$ cat config.mk
export PLATFORM = sky130hd
export DESIGN_NAME = vr_top
export DESIGN_NICKNAME = d
export VERILOG_FILES = /design/src/vr_pkg.sv /design/src/vr_state_regs.sv /design/src/vr_log_hdr_mem.sv /design/src/vr_setup_eng.sv /design/src/vr_repl_eng.sv /design/src/vr_msg_dispatch.sv /design/src/vr_top.sv
export SDC_FILE = /design/constraint.sdc
export NUM_CORES = 1
export LEC_CHECK = 0
export ABC_AREA = 1
export BUFFER_PORTS_ARGS = -buffer_cell sky130_fd_sc_hd__buf_4
export CORE_ASPECT_RATIO = 0.75
export CORE_MARGIN = 5
export CORE_UTILIZATION = 55
export DETAILED_ROUTE_END_ITERATION = 10
export GPL_TIMING_DRIVEN = 0
export PLACE_DENSITY = 0.72
export RECOVER_POWER = 25
export SLEW_MARGIN = 20
export SYNTH_ARGS = -nofsm -noshare
export SYNTH_HDL_FRONTEND = slang
export SYNTH_SLANG_ARGS = --single-unit
$ cat constraint.sdc
create_clock -name clk -period 11.9 [get_ports clk]
set_input_delay 0.595 -clock clk [delete_from_list [all_inputs] [get_ports clk]]
set_output_delay 0.595 -clock clk [all_outputs]
set_load 0.05 [all_outputs]
$ cat src/vr_pkg.sv
`default_nettype none

package vr_pkg;

    localparam int VIEW_W        = 16;
    localparam int OP_NUM_W      = 16;
    localparam int PAYLOAD_W     = 32;
    localparam int REPLICA_IDX_W = 4;
    localparam int LOG_DEPTH     = 16;
    localparam int LOG_ADDR_W    = 4;  // Low bits of the op number

    typedef enum logic [1:0] {
        MSG_SETUP,
        MSG_PREPARE,
        MSG_COMMIT,
        MSG_LOG_QUERY
    } msg_type_e;

    typedef enum logic [1:0] {
        RPL_SETUP_ACK,
        RPL_PREPARE_OK,
        RPL_PREPARE_NACK,
        RPL_LOG_ENTRY
    } reply_type_e;

    typedef struct packed {
        msg_type_e                msg_type;
        logic [VIEW_W-1:0]        view;
        logic [OP_NUM_W-1:0]      op_num;
        logic [PAYLOAD_W-1:0]     payload;
    } vr_msg_t;

    typedef struct packed {
        logic [VIEW_W-1:0]        view;
        logic [OP_NUM_W-1:0]      op_num;
        logic [OP_NUM_W-1:0]      commit_num;
    } vr_state_t;

    typedef struct packed {
        logic                     val;
        vr_state_t                state;
    } state_wr_t;

    typedef struct packed {
        logic [VIEW_W-1:0]        view;
        logic [OP_NUM_W-1:0]      op_num;
        logic [PAYLOAD_W-1:0]     payload;
    } log_entry_hdr_t;

    typedef struct packed {
        reply_type_e              reply_type;
        logic [VIEW_W-1:0]        view;
        logic [OP_NUM_W-1:0]      op_num;
        logic [OP_NUM_W-1:0]      commit_num;
        logic [REPLICA_IDX_W-1:0] replica_idx;
        logic [PAYLOAD_W-1:0]     payload;
    } vr_reply_t;

endpackage

`default_nettype wire

$ cat src/vr_state_regs.sv
`timescale 1ns/10ps
`default_nettype none

module vr_state_regs (
    input  wire logic                             clk,
    input  wire logic                             arst_n,
    input  wire vr_pkg::state_wr_t                setup_wr,
    input  wire vr_pkg::state_wr_t                repl_wr,
    input  wire logic                             cfg_wr,
    input  wire logic [vr_pkg::REPLICA_IDX_W-1:0] cfg_replica_idx,
    output vr_pkg::vr_state_t                     state,
    output logic [vr_pkg::REPLICA_IDX_W-1:0]      replica_idx
);
    import vr_pkg::*;

    always_ff @(posedge clk or negedge arst_n) begin
        if (!arst_n) begin
            state <= '0;
        end else if (setup_wr.val) begin
            state <= setup_wr.state;  // Setup overrides the replication engine
        end else if (repl_wr.val) begin
            state <= repl_wr.state;
        end
    end

    always_ff @(posedge clk or negedge arst_n) begin
        if (!arst_n) begin
            replica_idx <= '0;
        end else if (cfg_wr) begin
            replica_idx <= cfg_replica_idx;
        end
    end

    // Only one engine runs at a time, so the writers never collide
    a_single_writer: assert property (
        @(posedge clk) disable iff (!arst_n)
        !(setup_wr.val && repl_wr.val)
    ) else $error("state_regs: setup and replication writes in the same cycle");

    a_commit_le_op: assert property (
        @(posedge clk) disable iff (!arst_n)
        state.commit_num <= state.op_num
    ) else $error("state_regs: commit_num %0h above op_num %0h",
                  state.commit_num, state.op_num);

endmodule

`default_nettype wire

$ cat src/vr_log_hdr_mem.sv
`timescale 1ns/10ps
`default_nettype none

module vr_log_hdr_mem (
    input  wire logic                          clk,
    input  wire logic                          wr_en,
    input  wire logic [vr_pkg::LOG_ADDR_W-1:0] wr_addr,
    input  wire vr_pkg::log_entry_hdr_t        wr_data,
    input  wire logic                          rd_en,
    input  wire logic [vr_pkg::LOG_ADDR_W-1:0] rd_addr,
    output vr_pkg::log_entry_hdr_t             rd_data
);
    import vr_pkg::*;

    log_entry_hdr_t mem [LOG_DEPTH];

    always_ff @(posedge clk) begin
        if (wr_en) begin
            mem[wr_addr] <= wr_data;
        end
    end

    always_ff @(posedge clk) begin
        if (rd_en) begin
            rd_data <= mem[rd_addr];  // Old data when reading the address being written
        end
    end

endmodule

`default_nettype wire

$ cat src/vr_setup_eng.sv
`timescale 1ns/10ps
`default_nettype none

module vr_setup_eng (
    input  wire logic                         clk,
    input  wire logic                         arst_n,
    input  wire logic                         start,
    input  wire vr_pkg::vr_msg_t              msg,
    input  wire logic                         reply_rdy,
    output vr_pkg::state_wr_t                 setup_wr,
    output logic                              cfg_wr,
    output logic [vr_pkg::REPLICA_IDX_W-1:0]  cfg_replica_idx,
    output logic                              reply_val,
    output vr_pkg::vr_reply_t                 reply,
    output logic                              done
);
    import vr_pkg::*;

    typedef enum logic {
        SETUP_IDLE,
        SETUP_REPLY
    } setup_fsm_e;

    setup_fsm_e fsm_q;
    logic       go;

    assign go = start && (fsm_q == SETUP_IDLE);

    // A new view starts with an empty log
    always_comb begin
        setup_wr            = '0;
        setup_wr.val        = go;
        setup_wr.state.view = msg.view;
    end

    assign cfg_wr          = go;
    assign cfg_replica_idx = msg.payload[REPLICA_IDX_W-1:0];

    always_ff @(posedge clk or negedge arst_n) begin
        if (!arst_n) begin
            fsm_q <= SETUP_IDLE;
        end else if (go) begin
            fsm_q <= SETUP_REPLY;
        end else if (reply_val && reply_rdy) begin
            fsm_q <= SETUP_IDLE;
        end
    end

    always_ff @(posedge clk) begin
        if (go) begin
            reply.reply_type  <= RPL_SETUP_ACK;
            reply.view        <= msg.view;
            reply.op_num      <= '0;
            reply.commit_num  <= '0;
            reply.replica_idx <= msg.payload[REPLICA_IDX_W-1:0];
            reply.payload     <= '0;
        end
    end

    assign reply_val = (fsm_q == SETUP_REPLY);
    assign done      = reply_val && reply_rdy;

endmodule

`default_nettype wire

$ cat src/vr_repl_eng.sv
`timescale 1ns/10ps
`default_nettype none

module vr_repl_eng (
    input  wire logic                             clk,
    input  wire logic                             arst_n,
    input  wire logic                             start,
    input  wire vr_pkg::vr_msg_t                  msg,
    input  wire vr_pkg::vr_state_t                state,
    input  wire logic [vr_pkg::REPLICA_IDX_W-1:0] replica_idx,
    input  wire logic                             reply_rdy,
    output vr_pkg::state_wr_t                     repl_wr,
    output logic                                  log_wr_en,
    output logic [vr_pkg::LOG_ADDR_W-1:0]         log_wr_addr,
    output vr_pkg::log_entry_hdr_t                log_wr_data,
    output logic                                  log_rd_en,
    output logic [vr_pkg::LOG_ADDR_W-1:0]         log_rd_addr,
    input  wire vr_pkg::log_entry_hdr_t           log_rd_data,
    output logic                                  reply_val,
    output vr_pkg::vr_reply_t                     reply,
    output logic                                  done
);
    import vr_pkg::*;

    typedef enum logic [1:0] {
        REPL_IDLE,
        REPL_RD_WAIT,
        REPL_REPLY
    } repl_fsm_e;

    repl_fsm_e           fsm_q;
    logic                go;
    logic                is_prepare;
    logic                is_commit;
    logic                is_query;
    logic                prep_ok;
    logic                commit_ok;
    logic [OP_NUM_W-1:0] op_next;
    logic [OP_NUM_W-1:0] commit_cap;
    logic [OP_NUM_W-1:0] commit_new;

    assign go         = start && (fsm_q == REPL_IDLE);
    assign is_prepare = (msg.msg_type == MSG_PREPARE);
    assign is_commit  = (msg.msg_type == MSG_COMMIT);
    assign is_query   = (msg.msg_type == MSG_LOG_QUERY);

    assign op_next    = state.op_num + OP_NUM_W'(1);  // Wraps at 2^16
    assign prep_ok    = (msg.view == state.view) && (msg.op_num == op_next);
    assign commit_ok  = (msg.view == state.view);
    // Commit can never pass what has been prepared, and never moves back
    assign commit_cap = (msg.op_num < state.op_num) ? msg.op_num : state.op_num;
    assign commit_new = (commit_cap > state.commit_num) ? commit_cap : state.commit_num;

    always_comb begin
        repl_wr       = '0;
        repl_wr.state = state;
        if (go && is_prepare && prep_ok) begin
            repl_wr.val          = 1'b1;
            repl_wr.state.op_num = msg.op_num;
        end else if (go && is_commit && commit_ok) begin
            repl_wr.val              = 1'b1;
            repl_wr.state.commit_num = commit_new;
        end
    end

    assign log_wr_en   = go && is_prepare && prep_ok;
    assign log_wr_addr = msg.op_num[LOG_ADDR_W-1:0];
    assign log_wr_data = '{view: msg.view, op_num: msg.op_num, payload: msg.payload};
    assign log_rd_en   = go && is_query;
    assign log_rd_addr = msg.op_num[LOG_ADDR_W-1:0];

    always_ff @(posedge clk or negedge arst_n) begin
        if (!arst_n) begin
            fsm_q <= REPL_IDLE;
        end else begin
            case (fsm_q)
                REPL_IDLE: begin
                    if (go && is_prepare) begin
                        fsm_q <= REPL_REPLY;
                    end else if (go && is_query) begin
                        fsm_q <= REPL_RD_WAIT;
                    end
                end
                REPL_RD_WAIT: fsm_q <= REPL_REPLY;
                REPL_REPLY: begin
                    if (reply_rdy) begin
                        fsm_q <= REPL_IDLE;
                    end
                end
                default: fsm_q <= REPL_IDLE;
            endcase
        end
    end

    always_ff @(posedge clk) begin
        if (go && is_prepare) begin
            reply.reply_type  <= prep_ok ? RPL_PREPARE_OK : RPL_PREPARE_NACK;
            reply.view        <= state.view;
            reply.op_num      <= prep_ok ? msg.op_num : state.op_num;
            reply.commit_num  <= state.commit_num;
            reply.replica_idx <= replica_idx;
            reply.payload     <= '0;
        end else if (fsm_q == REPL_RD_WAIT) begin
            reply.reply_type  <= RPL_LOG_ENTRY;  // Read data is valid in this cycle
            reply.view        <= log_rd_data.view;
            reply.op_num      <= log_rd_data.op_num;
            reply.commit_num  <= state.commit_num;
            reply.replica_idx <= replica_idx;
            reply.payload     <= log_rd_data.payload;
        end
    end

    assign reply_val = (fsm_q == REPL_REPLY);
    assign done      = (reply_val && reply_rdy) || (go && is_commit);

    // The appended entry must show up as the new op_num in the register block
    a_log_append: assert property (
        @(posedge clk) disable iff (!arst_n)
        log_wr_en |-> repl_wr.val ##1 (state.op_num == $past(state.op_num) + OP_NUM_W'(1))
    ) else $error("repl_eng: log write without a matching op_num advance");

endmodule

`default_nettype wire

$ cat src/vr_msg_dispatch.sv
`timescale 1ns/10ps
`default_nettype none

module vr_msg_dispatch (
    input  wire logic              clk,
    input  wire logic              arst_n,
    input  wire logic              msg_val,
    input  wire vr_pkg::vr_msg_t   msg,
    output logic                   msg_rdy,
    output vr_pkg::vr_msg_t        cur_msg,
    output logic                   setup_start,
    output logic                   repl_start,
    input  wire logic              setup_reply_val,
    input  wire vr_pkg::vr_reply_t setup_reply,
    input  wire logic              setup_done,
    output logic                   setup_reply_rdy,
    input  wire logic              repl_reply_val,
    input  wire vr_pkg::vr_reply_t repl_reply,
    input  wire logic              repl_done,
    output logic                   repl_reply_rdy,
    output logic                   reply_val,
    output vr_pkg::vr_reply_t      reply,
    input  wire logic              reply_rdy
);
    import vr_pkg::*;

    typedef enum logic [1:0] {
        DISP_IDLE,
        DISP_START,
        DISP_BUSY
    } disp_fsm_e;

    disp_fsm_e fsm_q;
    logic      sel_setup;
    logic      sel_done;

    assign msg_rdy  = (fsm_q == DISP_IDLE);
    assign sel_done = sel_setup ? setup_done : repl_done;

    always_ff @(posedge clk or negedge arst_n) begin
        if (!arst_n) begin
            fsm_q     <= DISP_IDLE;
            sel_setup <= 1'b0;
        end else begin
            case (fsm_q)
                DISP_IDLE: begin
                    if (msg_val) begin
                        fsm_q     <= DISP_START;
                        sel_setup <= (msg.msg_type == MSG_SETUP);
                    end
                end
                DISP_START: fsm_q <= sel_done ? DISP_IDLE : DISP_BUSY;  // Commit ends here
                DISP_BUSY: begin
                    if (sel_done) begin
                        fsm_q <= DISP_IDLE;
                    end
                end
                default: fsm_q <= DISP_IDLE;
            endcase
        end
    end

    always_ff @(posedge clk) begin
        if (msg_val && msg_rdy) begin
            cur_msg <= msg;
        end
    end

    assign setup_start     = (fsm_q == DISP_START) && sel_setup;
    assign repl_start      = (fsm_q == DISP_START) && !sel_setup;
    assign setup_reply_rdy = sel_setup && reply_rdy;
    assign repl_reply_rdy  = !sel_setup && reply_rdy;
    assign reply_val       = sel_setup ? setup_reply_val : repl_reply_val;
    assign reply           = sel_setup ? setup_reply : repl_reply;

    a_no_reply_idle: assert property (
        @(posedge clk) disable iff (!arst_n)
        (fsm_q == DISP_IDLE) |-> !reply_val
    ) else $error("msg_dispatch: engine reply while no message is in flight");

endmodule

`default_nettype wire

$ cat src/vr_top.sv
`timescale 1ns/10ps
`default_nettype none

module vr_top (
    input  wire logic              clk,
    input  wire logic              arst_n,
    input  wire logic              msg_val,
    input  wire vr_pkg::vr_msg_t   msg,
    output logic                   msg_rdy,
    output logic                   reply_val,
    output vr_pkg::vr_reply_t      reply,
    input  wire logic              reply_rdy
);
    import vr_pkg::*;

    vr_msg_t                  cur_msg;
    logic                     setup_start;
    logic                     repl_start;
    logic                     setup_reply_val;
    vr_reply_t                setup_reply;
    logic                     setup_done;
    logic                     setup_reply_rdy;
    logic                     repl_reply_val;
    vr_reply_t                repl_reply;
    logic                     repl_done;
    logic                     repl_reply_rdy;
    state_wr_t                setup_wr;
    state_wr_t                repl_wr;
    logic                     cfg_wr;
    logic [REPLICA_IDX_W-1:0] cfg_replica_idx;
    vr_state_t                state;
    logic [REPLICA_IDX_W-1:0] replica_idx;
    logic                     log_wr_en;
    logic [LOG_ADDR_W-1:0]    log_wr_addr;
    log_entry_hdr_t           log_wr_data;
    logic                     log_rd_en;
    logic [LOG_ADDR_W-1:0]    log_rd_addr;
    log_entry_hdr_t           log_rd_data;

    vr_msg_dispatch u_dispatch (
        .clk             (clk),
        .arst_n          (arst_n),
        .msg_val         (msg_val),
        .msg             (msg),
        .msg_rdy         (msg_rdy),
        .cur_msg         (cur_msg),
        .setup_start     (setup_start),
        .repl_start      (repl_start),
        .setup_reply_val (setup_reply_val),
        .setup_reply     (setup_reply),
        .setup_done      (setup_done),
        .setup_reply_rdy (setup_reply_rdy),
        .repl_reply_val  (repl_reply_val),
        .repl_reply      (repl_reply),
        .repl_done       (repl_done),
        .repl_reply_rdy  (repl_reply_rdy),
        .reply_val       (reply_val),
        .reply           (reply),
        .reply_rdy       (reply_rdy)
    );

    vr_setup_eng u_setup_eng (
        .clk             (clk),
        .arst_n          (arst_n),
        .start           (setup_start),
        .msg             (cur_msg),
        .reply_rdy       (setup_reply_rdy),
        .setup_wr        (setup_wr),
        .cfg_wr          (cfg_wr),
        .cfg_replica_idx (cfg_replica_idx),
        .reply_val       (setup_reply_val),
        .reply           (setup_reply),
        .done            (setup_done)
    );

    vr_repl_eng u_repl_eng (
        .clk         (clk),
        .arst_n      (arst_n),
        .start       (repl_start),
        .msg         (cur_msg),
        .state       (state),
        .replica_idx (replica_idx),
        .reply_rdy   (repl_reply_rdy),
        .repl_wr     (repl_wr),
        .log_wr_en   (log_wr_en),
        .log_wr_addr (log_wr_addr),
        .log_wr_data (log_wr_data),
        .log_rd_en   (log_rd_en),
        .log_rd_addr (log_rd_addr),
        .log_rd_data (log_rd_data),
        .reply_val   (repl_reply_val),
        .reply       (repl_reply),
        .done        (repl_done)
    );

    vr_state_regs u_state_regs (
        .clk             (clk),
        .arst_n          (arst_n),
        .setup_wr        (setup_wr),
        .repl_wr         (repl_wr),
        .cfg_wr          (cfg_wr),
        .cfg_replica_idx (cfg_replica_idx),
        .state           (state),
        .replica_idx     (replica_idx)
    );

    vr_log_hdr_mem u_log_hdr_mem (
        .clk     (clk),
        .wr_en   (log_wr_en),
        .wr_addr (log_wr_addr),
        .wr_data (log_wr_data),
        .rd_en   (log_rd_en),
        .rd_addr (log_rd_addr),
        .rd_data (log_rd_data)
    );

endmodule

`default_nettype wire

* Word-level counts from Yosys, hierarchy flattened *
Memory sizes are Yosys's and may differ from the RTL's. A register that Yosys moved wholly into a read port is not among the register bits.
Cells that the tools add are included.

word-level totals
  bits in registers = 230
  RAM bits = 1024
  input port bits = 70
  output and inout bits = 88
  logic and storage cells = 98
  memories = 1

operators by class
  $add $sub $neg = 1
  magnitude comparators = 2
  eq/ne operators = 14
  muxes and demuxes = 28
  bitwise operators = 1
  reduce and logical (&&, ||, !) cells = 31

memories
  name               depth  width  rd ports  clocked after Yosys merged registers in  wr ports  line                  source
  u_log_hdr_mem.mem  16     64     1         1                                        1         vr_log_hdr_mem.sv:15  log_entry_hdr_t mem [LOG_DEPTH];

operator list
  cell                                                                    number
  86-bit two-way mux                                                      3
  16-bit two-way mux                                                      6
  48-bit two-way mux                                                      1
  16-bit equality test                                                    2
  32-bit two-way mux                                                      1
  16-bit by 1-bit adder with 16-bit output (second input constant)        1
  16-bit greater-than comparator                                          1
  16-bit < comparator                                                     1
  1-bit logical AND                                                       15
  2-bit two-way mux                                                       7
  2-bit one-hot mux with 3 select lines                                   2
  2-bit nonzero test                                                      6
  2-bit equality test (second input constant)                             4
  1-bit two-way mux                                                       8
  2-bit AND reduction                                                     4
  2-bit by 1-bit equality test with 1-bit output (second input constant)  3
  2-bit logical NOT                                                       3
  2-bit by 1-bit != test with 1-bit output (second input constant)        2
  2-bit != test (second input constant)                                   2
  4-bit AND reduction                                                     1
  3-bit != test (second input constant)                                   1
  1-bit logical NOT                                                       1
  1-bit logical OR                                                        1
  1-bit NOT                                                               1

* Logic depth before layout (Yosys ltp) *
  word-level depth = 9
  gate-level depth with buffers = 25
  depth with buffers taken out = 23

* Hierarchy *
A second synthesis with hierarchy kept.

unflattened totals
  cells, all modules = 5879
  area total of the unflattened synthesis = 59485.8 um^2

by module, submodules not included
  module           times used  cells an instance  area an instance (um^2)  seq. area each (um^2)
  vr_log_hdr_mem   1           4210               45926.5                  32671.3
  vr_repl_eng      1           871                6491.2                   2312.2
  vr_msg_dispatch  1           373                3220.6                   2057.0
  vr_state_regs    1           278                2299.7                   1301.2
  vr_setup_eng     1           147                1547.7                   625.6

* Worst setup path after synthesis *
Ideal clock, no wire load.

  kind = input to register
  start = in msg_val
  end = reg u_dispatch.sel_setup
  library setup time = 0.372 ns
  arrival = 5.684 ns
  data required time = 11.528 ns
  slack = 5.844 ns
  stages on the path = 2
  path buffers = 0
  path through = nor3b_1 > o21ai_0

between the ends
  word-level cells in the longest chain between the ends = 1

RTL lines
  element                               line                   source
  start, declared                       vr_top.sv:7            input wire logic msg_val,
  2-bit AND reduction (no source line)  --
  end signal, assigned                  vr_msg_dispatch.sv:49  sel_setup <= (msg.msg_type == MSG_SETUP);
  end, declared                         vr_msg_dispatch.sv:34  logic sel_setup;

No other way between the ends.
A chain may end at the register's enable or synchronous reset.

* Final worst setup path *
  start = reg u_dispatch.cur_msg[33] (netlist name)
  end = mem u_log_hdr_mem.mem[10][17] in the netlist's numbering (enable)

between the ends
  word-level cells in the longest chain between the ends = 5

RTL lines
  element                                  line                  source
  16-bit equality test                     vr_repl_eng.sv:48     assign prep_ok = (msg.view == state.view) && (msg.op_num == op_next);
  1-bit logical AND                        vr_repl_eng.sv:48
  1-bit logical AND                        vr_repl_eng.sv:66     assign log_wr_en = go && is_prepare && prep_ok;
  1-bit two-way mux                        vr_log_hdr_mem.sv:18  if (wr_en) begin
  1-bit two-way mux (not written as such)  vr_log_hdr_mem.sv:19  mem[wr_addr] <= wr_data;
  end, declared                            vr_log_hdr_mem.sv:15

Parallel ways exist; a longest one is shown, timed or not.

==> run_results.csv <==
group,metric,value,unit
drt,first_iter_violations,4421,
grt,grt_antenna_before_repair,7,
power_and_ir_drop,power.leakage,20.0,nW
cts,postCtsSetupBuffers,0,
cts,tritoncts.num_buffers,117,
cells_and_area,stdcell_area,58100,µm²
cts,clock_path_buffers,3,
yosys,synthTopCellsByArea,"edfxtp_1, a22oi_1, dfrtp_1, nand2_1, a21oi_1",
yosys,ys_ff_latch,1318,
yosys,synthArstFlopShare,4.40,%
grt,grt_max_degree,59,
cts,clock-root-buffer,"clkbuf_16",
drt,num_vias,31494,
setup_path,cpPeakStageDelay,0.83,ns
timing,fin_worst_skew,0.0308,ns
floorplanning,core-area,90000,µm²
yosys,synth_area_leader_cell,"edfxtp_1",
drt,dr.pass1.iters,6,
setup_path,crit_buf_inv,7,
floorplanning,start_util,55.7,%
timing,finalSetupViolCount,0,
yosys,ys_warn_count,0,
yosys,synth_most_common_cell,"edfxtp_1",
placed_design,placement.io_buffers,157,
yosys,synth_common_cells,"edfxtp_1, a22oi_1, nand2_1",
timing,period_needed,5.41,ns
cells_and_area,instances_no_fill,5056,
cells_and_area,area_growth,15.9,%
floorplanning,chipHeight,271,µm
timing,fin_crit_sh,45.5,%
yosys,yosysTopAreaCellShare,73.6,%
timing,maxSlewViolCount,0,
timing,timing.fmax,0.185,GHz
power_and_ir_drop,power_density,204,nW/µm²
yosys,syn_inst,3397,
cts,htree_levels,3,
grt,first_global_vias,30126,
yosys,synth_cell_type_count,34,
placed_design,post_dp_cell_area,54300,µm²
run_status,status,"completed",
run,cap_violations,0,
floorplanning,dieArea,97300,µm²
yosys,seq_area_frac_synth,77.7,%
grt,grt_use_total,27.6,%
setup_path,cp_cell_sequence,"clkbuf_1 -> inv_1 -> nor2_1 -> buf_2 -> buf_2 -> clkbuf_1 -> nand2_1 -> nor2_4 -> buf_12 -> buf_16",
drt,drt-total-wl,135,mm
setup_path,critPathLaunchType,"register",
timing,maxSlewHeadroom,20.8,%
setup_path,crit_path_end_kind,"register",
cts,cts_tree,"built",
grt,grt_pass1_wl,197,mm
drt,wl_per_cell,26.7,µm
power_and_ir_drop,vdd_drop_max,148,µV
yosys,synth_area,50100,µm²
setup_path,critPathTopFamily,"buffers and inverters",
drt,ant_nets,0,
placed_design,dpl.hpwl,87.2,mm
placed_design,post-place-cells,4835,
timing,hold_viol_final,0,
yosys,synth_edf_count,1228,
cells_and_area,drive_gt1_share,13.5,%
yosys,syn_area_per_cell,14.8,µm²
cts,clk_pin_slew,0.06,ns
setup_path,path_class,"reg -> reg",
yosys,synth-main-ff-cell,"edfxtp_1",
setup_path,cp.required,12.29,ns
timing,tightest_slew,1.19,ns
timing,rsz0062_at_grt,"false",
yosys,syn_nets,3500,
floorplanning,core.rowCount,95,
cts,clock_sinks,1318,
timing,fin_setup_tns,0,ns
hold_path,hold_class,"in -> reg",
drt,drc,0,
setup_path,critPathArrivalTime,5.80,ns
floorplanning,io-pin-count,158,
cells_and_area,layout.nets,3846,
setup_path,critPathSlowestCell,"edfxtp_1",
cts,ctsResizeCount,0,
placed_design,gp_congestion,0.885,
grt,grt_overflow_total,0,
cts,clock_latency,0.70,ns
drt,vias_per_cell,6.23,
setup_path,cp_max_fo,18,
floorplanning,die_x,359,µm
[stage by stage]
step / power (W) / hold slack (ns) / setup slack, ns / util, %
after global routing: 0.0123 / 0.0605 / 6.27 / 64.6
final: 0.0119 / 0.0872 / 6.49 / 64.6
after CTS: 0.0119 / 0.0304 / 6.57 / 64.6
after detailed placement: 0.00817 / 0.436 / 6.60 / 60.4
after global placement: 0.00810 / 0.426 / 0.136 / 58.7
after floorplan: 0.00722 / 0.299 / 5.84 / -
[cell usage in the layout, fill, tap and decap left out, types with 60 or more instances in the layout]
cell type | netlist | final
or2_2 | 65 | 65
clkbuf_1 | 154 | 174
clkbuf_16 | 0 | 118
nor2_1 | 155 | 139
or3_1 | 64 | 64
o21ai_0 | 92 | 92
inv_1 | 175 | 175
nand3_1 | 88 | 88
edfxtp_1 | 1228 | 1228
buf_4 | 0 | 103
a21oi_1 | 272 | 272
nand2_1 | 363 | 363
clkbuf_4 | 0 | 60
a22oi_1 | 512 | 512
[worst paths after layout]
| check | start | endpoint | slack, ns | cells past startpoint |
|---|---|---|---|---|
| max | u_dispatch.cur_msg[33] | u_log_hdr_mem.mem[10][17] | 6.49 | 10 |
| min | msg[47] | u_dispatch.cur_msg[47] | 0.09 | 1 |
| max reg2reg | u_dispatch.cur_msg[33] | u_log_hdr_mem.mem[10][17] | 6.49 | 10 |
| min reg2reg | u_log_hdr_mem.rd_data[16] | u_repl_eng.reply[16] | 0.44 | 2 |
| max in group asynchronous | arst_n | u_state_regs.replica_idx[1] | 10.80 | 2 |
| min in group asynchronous | arst_n | u_dispatch.fsm_q[0] | 0.53 | 2 |
[cell families after synthesis]
kind of cell	Yosys count	synth area share [%]
flip-flops	1318	77.7
AO/OA/AOI/OAI	882	11.4
XOR/XNOR	11	0.192
buffers and inverters	373	2.85
AND/OR/NAND/NOR	780	7.00
adder cells (fa/ha/maj)	33	0.824
[report_power, final]
part / total, W / internal, W / switching, W
Clock: 0.00375 / 0.00210 / 0.00165
Combinational: 0.00235 / 0.000681 / 0.00167
Sequential: 0.00576 / 0.00544 / 0.000317
Total: 0.0119 / 0.00822 / 0.00364
[metal layers]
metal / up-vias / global-route usage, % / routed length [µm]
met3: 285 / 6.47 / 16100
met2: 2050 / 41.4 / 61000
met4: 0 / 9.47 / 4960
met5: - / 0 / 0
li1: 13596 / - / -
met1: 15563 / 40.2 / 53100
[area by class of cell]
class	count	area (µm²)
flip-flops and latches	1318	39000
fillers	6187	31900
multi-input cells	1706	9870
clock buffers	149	3170
repair buffers	227	2510
well taps	1212	1520
plain buffers	190	754
inverters	183	687
clock inverters	69	633
diodes	2	5.00
[flip-flops by register name, summed over array words and instances, names as in the netlist]
name                      flops
u_log_hdr_mem.mem          1024
u_repl_eng.reply             86
u_dispatch.cur_msg           66
u_log_hdr_mem.rd_data        64
u_state_regs.state           48
u_setup_eng.reply            20
u_state_regs.replica_idx      4
u_dispatch.fsm_q              2
u_repl_eng.fsm_q              2
u_dispatch.sel_setup          1
u_setup_eng.reply_val         1
[what timing repair did]
| action | 4_1_cts | 5_1_grt |
|---|---|---|
| endpoints found under the hold margin | 27 | 0 |
| setup endpoints to repair | 0 | 0 |
| hold buffers | 1 | 0 |
Power figures use the tool's default switching activity.
